**config.mk**
```make
export PLATFORM = sky130hd
export DESIGN_NAME = id_stage
export DESIGN_NICKNAME = d
export VERILOG_FILES = /design/src/hdl/id_pkg.sv /design/src/hdl/id_stage.sv /design/src/hdl/imm_gen.sv /design/src/hdl/instr_decoder.sv /design/src/hdl/regfile_2r1w.sv
export VERILOG_INCLUDE_DIRS = /design/src /design/src/include
export SDC_FILE = /design/constraint.sdc
export NUM_CORES = 2
export LEC_CHECK = 0
export BUFFER_PORTS_ARGS = -buffer_cell sky130_fd_sc_hd__buf_2
export CAP_MARGIN = 20
export CORE_MARGIN = 2
export CORE_UTILIZATION = 30
export DETAILED_ROUTE_END_ITERATION = 10
export GPL_TIMING_DRIVEN = 1
export PLACE_DENSITY = 0.48
export SYNTH_ARGS = -nofsm -noshare
export SYNTH_HDL_FRONTEND = slang
export SYNTH_SLANG_ARGS = --single-unit
```
**constraint.sdc**
```tcl
create_clock -name clk -period 2.25 [get_ports clk]
set_clock_uncertainty 0.2 [all_clocks]
set_input_delay 0.225 -clock clk [delete_from_list [all_inputs] [get_ports clk]]
set_output_delay 0.225 -clock clk [all_outputs]
set_load 0.05 [all_outputs]
```
**src/include/id_stage_config.svh**
```systemverilog
`ifndef ID_STAGE_CONFIG_SVH
`define ID_STAGE_CONFIG_SVH

// datapath widths
`define XLEN		64	// register and data width
`define ILEN		32	// instruction width

// register file geometry
`define REG_AW		5
`define NUM_REGS	32

// instruction field ranges
`define RNG_OP		6:0
`define RNG_RD		11:7
`define RNG_F3		14:12
`define RNG_RS1		19:15
`define RNG_RS2		24:20
`define RNG_F7		31:25

`endif

```
**src/hdl/id_pkg.sv**
```systemverilog
`include "id_stage_config.svh"

`default_nettype none

package id_pkg;

	// major opcodes kept from RV32I
	typedef enum logic [6:0] {
		OPC_LUI    = 7'b0110111,
		OPC_AUIPC  = 7'b0010111,
		OPC_JAL    = 7'b1101111,
		OPC_JALR   = 7'b1100111,
		OPC_BRANCH = 7'b1100011,
		OPC_LOAD   = 7'b0000011,
		OPC_STORE  = 7'b0100011,
		OPC_OP_IMM = 7'b0010011,
		OPC_OP     = 7'b0110011
	} opcode_e;

	typedef enum logic [2:0] {
		F3_BEQ  = 3'b000,
		F3_BNE  = 3'b001,
		F3_BLT  = 3'b100,
		F3_BGE  = 3'b101,
		F3_BLTU = 3'b110,
		F3_BGEU = 3'b111
	} f3_branch_e;

	typedef enum logic [2:0] {
		F3_LB  = 3'b000,
		F3_LH  = 3'b001,
		F3_LW  = 3'b010,
		F3_LBU = 3'b100,
		F3_LHU = 3'b101
	} f3_load_e;

	typedef enum logic [2:0] {
		F3_SB = 3'b000,
		F3_SH = 3'b001,
		F3_SW = 3'b010
	} f3_store_e;

	// shared by OP and OP_IMM
	typedef enum logic [2:0] {
		F3_ADD_SUB = 3'b000,
		F3_SLL     = 3'b001,
		F3_SLT     = 3'b010,
		F3_SLTU    = 3'b011,
		F3_XOR     = 3'b100,
		F3_SR      = 3'b101,
		F3_OR      = 3'b110,
		F3_AND     = 3'b111
	} f3_alu_e;

	typedef enum logic [3:0] {
		ALU_ADD, ALU_SUB, ALU_SLL, ALU_SLT, ALU_SLTU, ALU_XOR,
		ALU_SRL, ALU_SRA, ALU_OR, ALU_AND, ALU_LUI, ALU_AUIPC
	} alu_op_e;

	typedef enum logic [2:0] {FMT_R, FMT_I, FMT_S, FMT_B, FMT_U, FMT_J} format_e;	// R is zero

	typedef enum logic [2:0] {
		BR_NONE, BR_BEQ, BR_BNE, BR_BLT, BR_BGE, BR_BLTU, BR_BGEU
	} branch_e;

	typedef enum logic [1:0] {MEM_BYTE, MEM_HALF, MEM_WORD} mem_size_e;

	// record handed to execute, all zero is a bubble
	typedef struct packed {
		logic			is_valid;
		format_e		format;
		alu_op_e		alu_op;
		logic			alu_src;	// operand b is the immediate
		logic			is_branch;
		branch_e		branch_type;
		logic			mem_rd;
		logic			mem_wr;
		mem_size_e		mem_size;
		logic			mem_unsigned;
		logic			rf_wr;
		logic [`REG_AW-1:0]	rd_addr;
		logic [`XLEN-1:0]	pc;
		logic [`XLEN-1:0]	rs1_data;
		logic [`XLEN-1:0]	rs2_data;
		logic [`XLEN-1:0]	imm;
	} id_ctrl_t;

endpackage

`default_nettype wire

```
**src/hdl/id_stage.sv**
```systemverilog
`include "id_stage_config.svh"

`default_nettype none

module id_stage (
	input  wire logic			clk,
	input  wire logic			rst_n,
	input  wire logic [`ILEN-1:0]	i_if_instr,
	input  wire logic			i_if_valid,
	input  wire logic [`XLEN-1:0]	i_if_pc,
	input  wire logic			i_ex_ready,
	input  wire logic			i_ex_branch_taken,
	input  wire logic			i_ex_jump_taken,
	input  wire logic			i_wb_wr_en,
	input  wire logic [`REG_AW-1:0]	i_wb_wr_addr,
	input  wire logic [`XLEN-1:0]	i_wb_wr_data,
	output logic			o_id_ready,
	output id_pkg::id_ctrl_t		o_id_ctrl
);

	import id_pkg::*;

	logic			dec_valid;
	id_ctrl_t		dec_ctrl;
	id_ctrl_t		next_ctrl;
	logic [`XLEN-1:0]	rs1_data;
	logic [`XLEN-1:0]	rs2_data;
	logic [`XLEN-1:0]	imm;

	// a taken redirect squashes whatever fetch presents
	assign dec_valid = i_if_valid & ~i_ex_branch_taken & ~i_ex_jump_taken;

	instr_decoder u_decoder (
		.i_instr	(i_if_instr),
		.i_valid	(dec_valid),
		.o_ctrl		(dec_ctrl)
	);

	imm_gen u_imm_gen (
		.i_instr	(i_if_instr),
		.i_format	(dec_ctrl.format),
		.o_imm		(imm)
	);

	regfile_2r1w u_regfile (
		.clk		(clk),
		.i_raddr_a	(i_if_instr[`RNG_RS1]),
		.i_raddr_b	(i_if_instr[`RNG_RS2]),
		.i_wen		(i_wb_wr_en),
		.i_waddr	(i_wb_wr_addr),
		.i_wdata	(i_wb_wr_data),
		.o_rdata_a	(rs1_data),
		.o_rdata_b	(rs2_data)
	);

	always_comb begin
		next_ctrl = dec_ctrl;
		if (dec_ctrl.is_valid) begin	// bubble keeps data fields zero
			next_ctrl.pc = i_if_pc;
			next_ctrl.rs1_data = rs1_data;
			next_ctrl.rs2_data = rs2_data;
			next_ctrl.imm = imm;
		end
	end

	assign o_id_ready = i_ex_ready;	// stall straight from execute

	always_ff @(posedge clk or negedge rst_n) begin
		if (!rst_n) begin
			o_id_ctrl <= '0;
		end else if (o_id_ready) begin
			o_id_ctrl <= next_ctrl;
		end
	end

endmodule

`default_nettype wire

```
**src/hdl/imm_gen.sv**
```systemverilog
`include "id_stage_config.svh"

`default_nettype none

module imm_gen (
	input  wire logic [`ILEN-1:0]	i_instr,
	input  wire id_pkg::format_e	i_format,
	output logic [`XLEN-1:0]		o_imm
);

	import id_pkg::*;

	logic sgn;

	assign sgn = i_instr[31];	// sign bit for every format

	always_comb begin
		case (i_format)
			FMT_I: o_imm = {{(`XLEN-12){sgn}}, i_instr[31:20]};
			FMT_S: o_imm = {{(`XLEN-12){sgn}}, i_instr[31:25], i_instr[11:7]};
			FMT_B: begin
				o_imm = {{(`XLEN-13){sgn}}, i_instr[31], i_instr[7],
					i_instr[30:25], i_instr[11:8], 1'b0};	// halfword aligned
			end
			FMT_U: o_imm = {{(`XLEN-32){sgn}}, i_instr[31:12], 12'b0};
			FMT_J: begin
				o_imm = {{(`XLEN-21){sgn}}, i_instr[31], i_instr[19:12],
					i_instr[20], i_instr[30:21], 1'b0};
			end
			default: o_imm = '0;	// R format has no immediate
		endcase
	end

endmodule

`default_nettype wire

```
**src/hdl/instr_decoder.sv**
```systemverilog
`include "id_stage_config.svh"

`default_nettype none

module instr_decoder (
	input  wire logic [`ILEN-1:0]	i_instr,
	input  wire logic			i_valid,
	output id_pkg::id_ctrl_t		o_ctrl
);

	import id_pkg::*;

	localparam logic [6:0] F7_BASE = 7'h00;
	localparam logic [6:0] F7_ALT  = 7'h20;	// SUB and SRA
	localparam logic [2:0] F3_JALR = 3'b000;

	logic [2:0]	f3;
	logic [6:0]	f7;
	logic		is_reg;	// OP rather than OP_IMM
	logic		legal;
	id_ctrl_t	dec;

	assign f3 = i_instr[`RNG_F3];
	assign f7 = i_instr[`RNG_F7];
	assign is_reg = (i_instr[`RNG_OP] == OPC_OP);

	always_comb begin
		dec = '0;
		dec.is_valid = 1'b1;
		legal = 1'b1;
		case (opcode_e'(i_instr[`RNG_OP]))
			OPC_LUI, OPC_AUIPC: begin
				dec.format = FMT_U;
				dec.alu_op = i_instr[5] ? ALU_LUI : ALU_AUIPC;	// bit 5 splits LUI from AUIPC
				dec.alu_src = 1'b1;
				dec.rf_wr = 1'b1;
			end
			OPC_JAL, OPC_JALR: begin
				dec.format = i_instr[3] ? FMT_J : FMT_I;	// bit 3 set only for JAL
				dec.alu_op = ALU_ADD;
				dec.alu_src = 1'b1;
				dec.is_branch = 1'b1;
				dec.rf_wr = 1'b1;
				legal = i_instr[3] || (f3 == F3_JALR);
			end
			OPC_BRANCH: begin
				dec.format = FMT_B;
				dec.is_branch = 1'b1;
				case (f3_branch_e'(f3))
					F3_BEQ: begin
						dec.alu_op = ALU_SUB;
						dec.branch_type = BR_BEQ;
					end
					F3_BNE: begin
						dec.alu_op = ALU_SUB;
						dec.branch_type = BR_BNE;
					end
					F3_BLT: begin
						dec.alu_op = ALU_SLT;
						dec.branch_type = BR_BLT;
					end
					F3_BGE: begin
						dec.alu_op = ALU_SLT;
						dec.branch_type = BR_BGE;
					end
					F3_BLTU: begin
						dec.alu_op = ALU_SLTU;
						dec.branch_type = BR_BLTU;
					end
					F3_BGEU: begin
						dec.alu_op = ALU_SLTU;
						dec.branch_type = BR_BGEU;
					end
					default: legal = 1'b0;	// 010 and 011 reserved
				endcase
			end
			OPC_LOAD: begin
				dec.format = FMT_I;
				dec.alu_op = ALU_ADD;
				dec.alu_src = 1'b1;
				dec.mem_rd = 1'b1;
				dec.rf_wr = 1'b1;
				case (f3_load_e'(f3))
					F3_LB:  dec.mem_size = MEM_BYTE;
					F3_LH:  dec.mem_size = MEM_HALF;
					F3_LW:  dec.mem_size = MEM_WORD;
					F3_LBU: begin
						dec.mem_size = MEM_BYTE;
						dec.mem_unsigned = 1'b1;
					end
					F3_LHU: begin
						dec.mem_size = MEM_HALF;
						dec.mem_unsigned = 1'b1;
					end
					default: legal = 1'b0;	// LD and LWU not supported
				endcase
			end
			OPC_STORE: begin
				dec.format = FMT_S;
				dec.alu_op = ALU_ADD;
				dec.alu_src = 1'b1;
				dec.mem_wr = 1'b1;
				case (f3_store_e'(f3))
					F3_SB: dec.mem_size = MEM_BYTE;
					F3_SH: dec.mem_size = MEM_HALF;
					F3_SW: dec.mem_size = MEM_WORD;
					default: legal = 1'b0;
				endcase
			end
			OPC_OP_IMM, OPC_OP: begin
				dec.format = is_reg ? FMT_R : FMT_I;
				dec.alu_src = !is_reg;
				dec.rf_wr = 1'b1;
				// funct7 must be clear except where it selects SUB or SRA
				legal = !is_reg || (f7 == F7_BASE);
				case (f3_alu_e'(f3))
					F3_ADD_SUB: begin
						dec.alu_op = (is_reg && (f7 == F7_ALT)) ? ALU_SUB : ALU_ADD;
						legal = !is_reg || (f7 == F7_BASE) || (f7 == F7_ALT);
					end
					F3_SLL: begin
						dec.alu_op = ALU_SLL;
						legal = (f7 == F7_BASE);	// shamt is 5 bits
					end
					F3_SR: begin
						dec.alu_op = (f7 == F7_ALT) ? ALU_SRA : ALU_SRL;
						legal = (f7 == F7_BASE) || (f7 == F7_ALT);
					end
					F3_SLT:  dec.alu_op = ALU_SLT;
					F3_SLTU: dec.alu_op = ALU_SLTU;
					F3_XOR:  dec.alu_op = ALU_XOR;
					F3_OR:   dec.alu_op = ALU_OR;
					F3_AND:  dec.alu_op = ALU_AND;
					default: legal = 1'b0;
				endcase
			end
			default: legal = 1'b0;	// unknown opcode
		endcase
		if (dec.rf_wr) begin
			dec.rd_addr = i_instr[`RNG_RD];
		end
	end

	// flushed or illegal slots become the all-zero bubble
	assign o_ctrl = (i_valid && legal) ? dec : '0;

endmodule

`default_nettype wire

```
**src/hdl/regfile_2r1w.sv**
```systemverilog
`include "id_stage_config.svh"

`default_nettype none

module regfile_2r1w (
	input  wire logic			clk,
	input  wire logic [`REG_AW-1:0]	i_raddr_a,
	input  wire logic [`REG_AW-1:0]	i_raddr_b,
	input  wire logic			i_wen,
	input  wire logic [`REG_AW-1:0]	i_waddr,
	input  wire logic [`XLEN-1:0]	i_wdata,
	output logic [`XLEN-1:0]		o_rdata_a,
	output logic [`XLEN-1:0]		o_rdata_b
);

	logic [`XLEN-1:0] regs [`NUM_REGS];

	// x0 is never written
	always_ff @(posedge clk) begin
		if (i_wen && (i_waddr != '0)) begin
			regs[i_waddr] <= i_wdata;
		end
	end

	// no bypass, same-edge write shows up next cycle
	assign o_rdata_a = (i_raddr_a == '0) ? '0 : regs[i_raddr_a];
	assign o_rdata_b = (i_raddr_b == '0) ? '0 : regs[i_raddr_b];

endmodule

`default_nettype wire

```
# After elaboration in Yosys (flattened, before gate mapping)

Memories as Yosys holds them, arrays and structs flattened.
Index checks and enable logic that the tools add are counted.

Equality and inequality tests: 22
Mux-type cells: 33
Reduce and logical (&&, ||, !) cells: 26
Bitwise gates (word level): 4

Operator list:

| operator           | number |
|---|---|
| $pmux 64 s5        | 1 |
| $mux 280           | 1 |
| $mux 256           | 1 |
| $mux 64            | 2 |
| $pmux 7 s6         | 1 |
| $pmux 4 s8         | 1 |
| $eq 7x6->1 const B | 4 |
| $eq 7x7->1 const B | 3 |
| $eq 3x3->1 const B | 6 |
| $pmux 3 s6         | 1 |
| $mux 1             | 15 |
| $eq 7x5->1 const B | 2 |
| $reduce_or 2->1    | 7 |
| $eq 3x2->1 const B | 4 |
| $pmux 2 s2         | 3 |
| $reduce_or 6->1    | 2 |
| $logic_not 5->1    | 2 |
| $pmux 3 s3         | 1 |
| $eq 7x2->1 const B | 1 |
| $logic_not 7->1    | 1 |
| $reduce_or 7->1    | 1 |
| $eq 3x1->1 const B | 2 |
| $mux 3             | 2 |
| $pmux 1 s6         | 1 |
| 12 further kinds   | 20 |

RAM bits: 2048
Logic and storage cells: 102
Input bits: 172
Memories kept: 1
Output and inout bits: 281
Flip-flop bits (word level): 280

Memory list:

| name           | words | bits a word | rd ports | clocked after Yosys merged registers in | write ports | RTL line           | RTL |
|---|---|---|---|---|---|---|---|
| u_regfile.regs | 32    | 64          | 2        | 0                                       | 1           | regfile_2r1w.sv:16 | `` logic [`XLEN-1:0] regs [`NUM_REGS]; `` |

# Longest topological paths before layout

Word-level depth: 11
Depth in mapped cells: 10
Gate-level depth less buffers: 6

# Cells and area by module

Synthesis repeated with hierarchy kept, for this count alone.

Cell total of the unflattened synthesis: 6197
Area total of the unflattened synthesis: 110337.1 sq um

By module, submodules not included:

| module        | cells an instance | area each (sq um) | times used | sequential area each (sq um) |
|---|---|---|---|---|
| regfile_2r1w  | 4565              | 93960.1           | 1          | 61499.0 |
| id_stage      | 1163              | 12923.6           | 1          | 7006.7 |
| instr_decoder | 371               | 2822.7            | 1          | 0.0 |
| imm_gen       | 98                | 630.6             | 1          | 0.0 |

# Least setup slack after synthesis

OpenSTA, ideal clock, no wires.

Path kind: input port to flip-flop
From: in i_wb_wr_addr[1]
To: mem u_regfile.regs[28][0] in the netlist's numbering, enable pin
Stages: 3
Data required time: 1563 ps
Library setup time: 487 ps
Path buffers: 1
Path slack: -1804 ps
Arrival time: 3368 ps
Cells stage by stage: or2_2 > clkbuf_1 > nor2_1

Longest elaborated chain between the ends: 4

Ends and longest elaborated chain:

| element                      | RTL line           | RTL |
|---|---|---|
| start: declaration           | id_stage.sv:15     | `` input wire logic [`REG_AW-1:0] i_wb_wr_addr, `` |
| $reduce_bool 5->1            | regfile_2r1w.sv:20 | `if (i_wen && (i_waddr != '0)) begin` |
| $logic_and 1x1->1            | regfile_2r1w.sv:20 |  |
| $mux 1                       | regfile_2r1w.sv:20 |  |
| $mux 1 (implied by the code) | regfile_2r1w.sv:21 | `regs[i_waddr] <= i_wdata;` |
| end: declaration             | regfile_2r1w.sv:16 |  |

Several ways; a longest one is shown, not always the timed one.

# Worst setup path in the final report

From: in i_if_instr[12]
To: reg o_id_ctrl[274] in the netlist's numbering

Longest elaborated chain between the ends: 6
Elaborated cells on any way between the ends: 25
Those cells by class: eq/ne: 7; mux: 9; reduce/logical: 9

Ends and longest elaborated chain:

| element                                           | RTL line                                                       | RTL |
|---|---|---|
| start: declaration                                | id_stage.sv:8                                                  | `` input wire logic [`ILEN-1:0] i_if_instr, `` |
| $eq 3x3->1 (tied with other cells)                | instr_decoder.sv:49, instr_decoder.sv:83, instr_decoder.sv:116 |  |
| $reduce_or 6->1 (no line) (tied with other cells) | n/a                                                            |  |
| $mux 1 (on tied branches)                         | instr_decoder.sv:49, instr_decoder.sv:83, instr_decoder.sv:103 |  |
| $pmux 1 s6                                        | instr_decoder.sv:31                                            | `` case (opcode_e'(i_instr[`RNG_OP])) `` |
| $logic_and 1x1->1                                 | instr_decoder.sv:145                                           | `assign o_ctrl = (i_valid && legal) ? dec : '0;` |
| $mux 280 (*)                                      | instr_decoder.sv:145                                           |  |
| end signal: assignment                            | id_stage.sv:72                                                 | `o_id_ctrl <= next_ctrl;` |
| end: declaration                                  | id_stage.sv:18                                                 | `output id_pkg::id_ctrl_t o_id_ctrl` |

Every way passes the cells marked *; elsewhere a longest branch is shown, timed or not.
A chain may end at the register's enable or synchronous reset.

==> metrics.yaml <==
run_status:
  status: "complete, but fails checks"
  violations: "hold timing"
placement:
  port_buffers: 452
  preCtsSetupSlack_ns: -0.658
  dp_hpwl_mm: 246
  place.gp.congestion: 0.832
clocking:
  root_buffer: "clkbuf_16"
  clk-insertion-delay-late_ns: 0.89
  cts_made_buffers: 268
  h-tree-depth: 5
  clock_sinks: 2296
  cts_tree: "built"
  clk_pin_slew_worst_paths_ns: 0.06
  clockBufferDepth: 4
finish:
  regArea_um2: 67700
  final_common_cell: "edfxtp_1"
  layout_common_cells: "2,048 x edfxtp_1, 1,004 x mux4_2, 501 x buf_4, 400 x buf_2, 298 x dlygate4sd3_1"
  area_growth_pct: 27.3
  fillCellCount: 30800
  drive_gt1_share_pct: 39.4
  multiInputGateArea_um2: 33600
  nets: 6796
synthesis:
  synth_seq_cells: 2296
  syn-mean-instance-area_um2: 19.6
  synth.distinct_cells: 60
  async_flop_share_pct: 10.8
  seq_area_frac_synth_pct: 66.0
  ys.flop_type: "edfxtp_1"
  syn_inst: 5227
  synth-edff-count: 2048
  syn_area_um2: 103000
  yosysWarningCount: 0
route:
  dr_total_vias: 63000
  via_per_inst: 5.53
  ant_nets: 0
  drt_pre_antenna_iters: 6
  drc: 0
  avgRoutedWirePerCell_um: 33.1
  drtIter0Drc: 7009
  drt-total-wl_mm: 376
die:
  start_util_pct: 30.2
  dieWidth_um: 589
  dieArea_um2: 346000
  core_um2: 340000
  boundaryPins: 453
  die_y_um: 589
  row_count: 214
power:
  peakVddDrop_uv: 551
  power_uw: 99300
  powerDensity_nw_per_um2: 760
  power.static_leakage_uw: 0.0453
setup_path:
  worstPathCellList: "buf_2, buf_4, dlygate4sd3_1, nand2_1, o21ai_0, dlygate4sd3_1, a21oi_1, dlygate4sd3_1, o2bb2ai_1"
  critical_path_arrival_ns: 2.77
  path_max_fanout: 6
  crit_required_ns: 2.80
  critPathKind: "in -> reg"
  cp-start-kind: "input pin"
  critPathCaptureType: "register"
  crit_top_cell: "dlygate4sd3_1"
  max_stage_delay_ns: 0.63
  slowest_stage: "dlygate4sd3_1"
grt:
  antenna_found_initial: 46
  grt-ovfl-total: 0
  grt_pass1_vias: 65300
  grt_pass1_wl_mm: 522
  gr-usage-all-layers_pct: 21.3
  grt_max_degree: 124
sta:
  min_period_over_period_pct: 98.8
  rsz0062_at_grt: "false"
  final.min_clock_period_ns: 2.22
  hold_slack_ns: -0.00917
  setup_violations: 0
  fin_tns_setup_ns: 0
  max_freq_ghz: 0.450
  hold_violations: 1
  final_max_slew_viol_count: 0
  timing.final.ws_setup_ns: 0.0267
  worstMarginPinSlew_ns: 0.779
  slew_headroom_pct: 48.0
min_path:
  hold_path_class: "in -> reg"
run:
  maxCapViolCount: 0
flip-flops by register name, summed over array words and instances, names as in the netlist:
name	count
u_regfile.regs	2048
o_id_ctrl	248
metal layers:
metal | vias to the layer above | global-route usage, % | share of wire [%]
met5 | - | 0 | 0.049
met4 | 26 | 5.74 | 2.8
met3 | 568 | 3.13 | 6.2
met2 | 2684 | 35.7 | 49
met1 | 34500 | 28.9 | 42
li1 | 25200 | - | -
layout make-up:
class,instances,share of cell area [%]
well taps,4536,4.35
repair buffers,1512,11.4
clock inverters,114,0.851
diodes,5,0.00958
flip-flops and latches,2296,51.9
inverters,9,0.0374
multi-input cells,2537,25.8
clock buffers,367,5.68
kinds of logic after synthesis:
| kind of cell | share of synthesized area (%) |
|---|---|
| compound gates | 4.93 |
| xor+xnor | 0.00854 |
| buf+inv | 1.91 |
| flops | 66.0 |
| mux | 24.6 |
| other cells | 0.00366 |
| simple gates | 2.47 |
worst max-delay path: cells and delay by family:
| kind | cells | cell delay [ns] |
|---|---|---|
| AND/OR/NAND/NOR | 1 | 0.08 |
| buffers and inverters | 5 | 2.10 |
| AO/OA/AOI/OAI | 3 | 0.36 |
Yosys cell counts, types with 3 or more instances:
| library cell | instances | area (µm²) |
|---|---|---|
| a211oi_1 | 4 | 30.0 |
| a21oi_1 | 57 | 285 |
| a221o_1 | 64 | 641 |
| a221oi_1 | 14 | 123 |
| a22o_1 | 132 | 1160 |
| a22oi_1 | 118 | 886 |
| a2bb2oi_1 | 3 | 26.3 |
| a31oi_1 | 6 | 37.5 |
| a32o_1 | 5 | 50.1 |
| and2_1 | 3 | 18.8 |
| and3_1 | 3 | 18.8 |
| buf_1 | 74 | 278 |
| buf_2 | 96 | 480 |
| buf_4 | 34 | 255 |
| clkbuf_1 | 244 | 916 |
| dfrtp_1 | 248 | 6210 |
| edfxtp_1 | 2048 | 61500 |
| inv_1 | 8 | 30.0 |
| mux2_2 | 4 | 45.0 |
| mux2i_1 | 260 | 2600 |
| mux4_2 | 1004 | 22600 |
| nand2_1 | 91 | 342 |
| nand2b_1 | 10 | 62.6 |
| nand3_1 | 23 | 115 |
| nor2_1 | 288 | 1080 |
| nor2b_1 | 7 | 43.8 |
| nor3_1 | 131 | 656 |
| nor3b_1 | 3 | 22.5 |
| o21ai_0 | 23 | 115 |
| o221ai_1 | 3 | 26.3 |
| o22ai_1 | 19 | 119 |
| o2bb2ai_1 | 158 | 1380 |
| or2_2 | 7 | 43.8 |
final timing paths:
path	startpoint	to	slack, ns	cells after the start
max	i_if_instr[12]	o_id_ctrl[274]$_DFFE_PN0P_	0.03	9
min	i_if_instr[3]	o_id_ctrl[11]$_DFFE_PN0P_	-0.009	6
max reg2reg	u_regfile.regs[23][63]$_DFFE_PP_	o_id_ctrl[191]$_DFFE_PN0P_	0.06	5
min reg2reg	o_id_ctrl[26]$_DFFE_PN0P_	o_id_ctrl[26]$_DFFE_PN0P_	0.28	1
max in group asynchronous	rst_n	o_id_ctrl[172]$_DFFE_PN0P_	0.76	6
min in group asynchronous	rst_n	o_id_ctrl[253]$_DFFE_PN0P_	0.31	4
report_power, final:
group | switching, µW | internal, µW | total [µW]
combinational | 4590 | 4050 | 8650
clock | 18100 | 25200 | 43300
sequential | 234 | 47000 | 47300
total | 22900 | 76300 | 99300
repair_timing:
item                                   in CTS  in global routing
cloned                                      0                  3
setup endpoints to repair                  55                296
resized for setup                          59                 28
setup buffers                               0                  4
endpoints found under the hold margin    3010                 74
pin swaps                                   0                  2
hold buffers                              300                  3
metrics by stage:
step	cell area, µm²	cells	util (%)
after floorplan	103000	5290	-
after global placement	119000	10600	34.9
after detailed placement	119000	10600	34.9
after CTS	130000	11400	38.3
after global routing	131000	11400	38.4
final	131000	11400	38.4
Power figures use the tool's default switching activity.
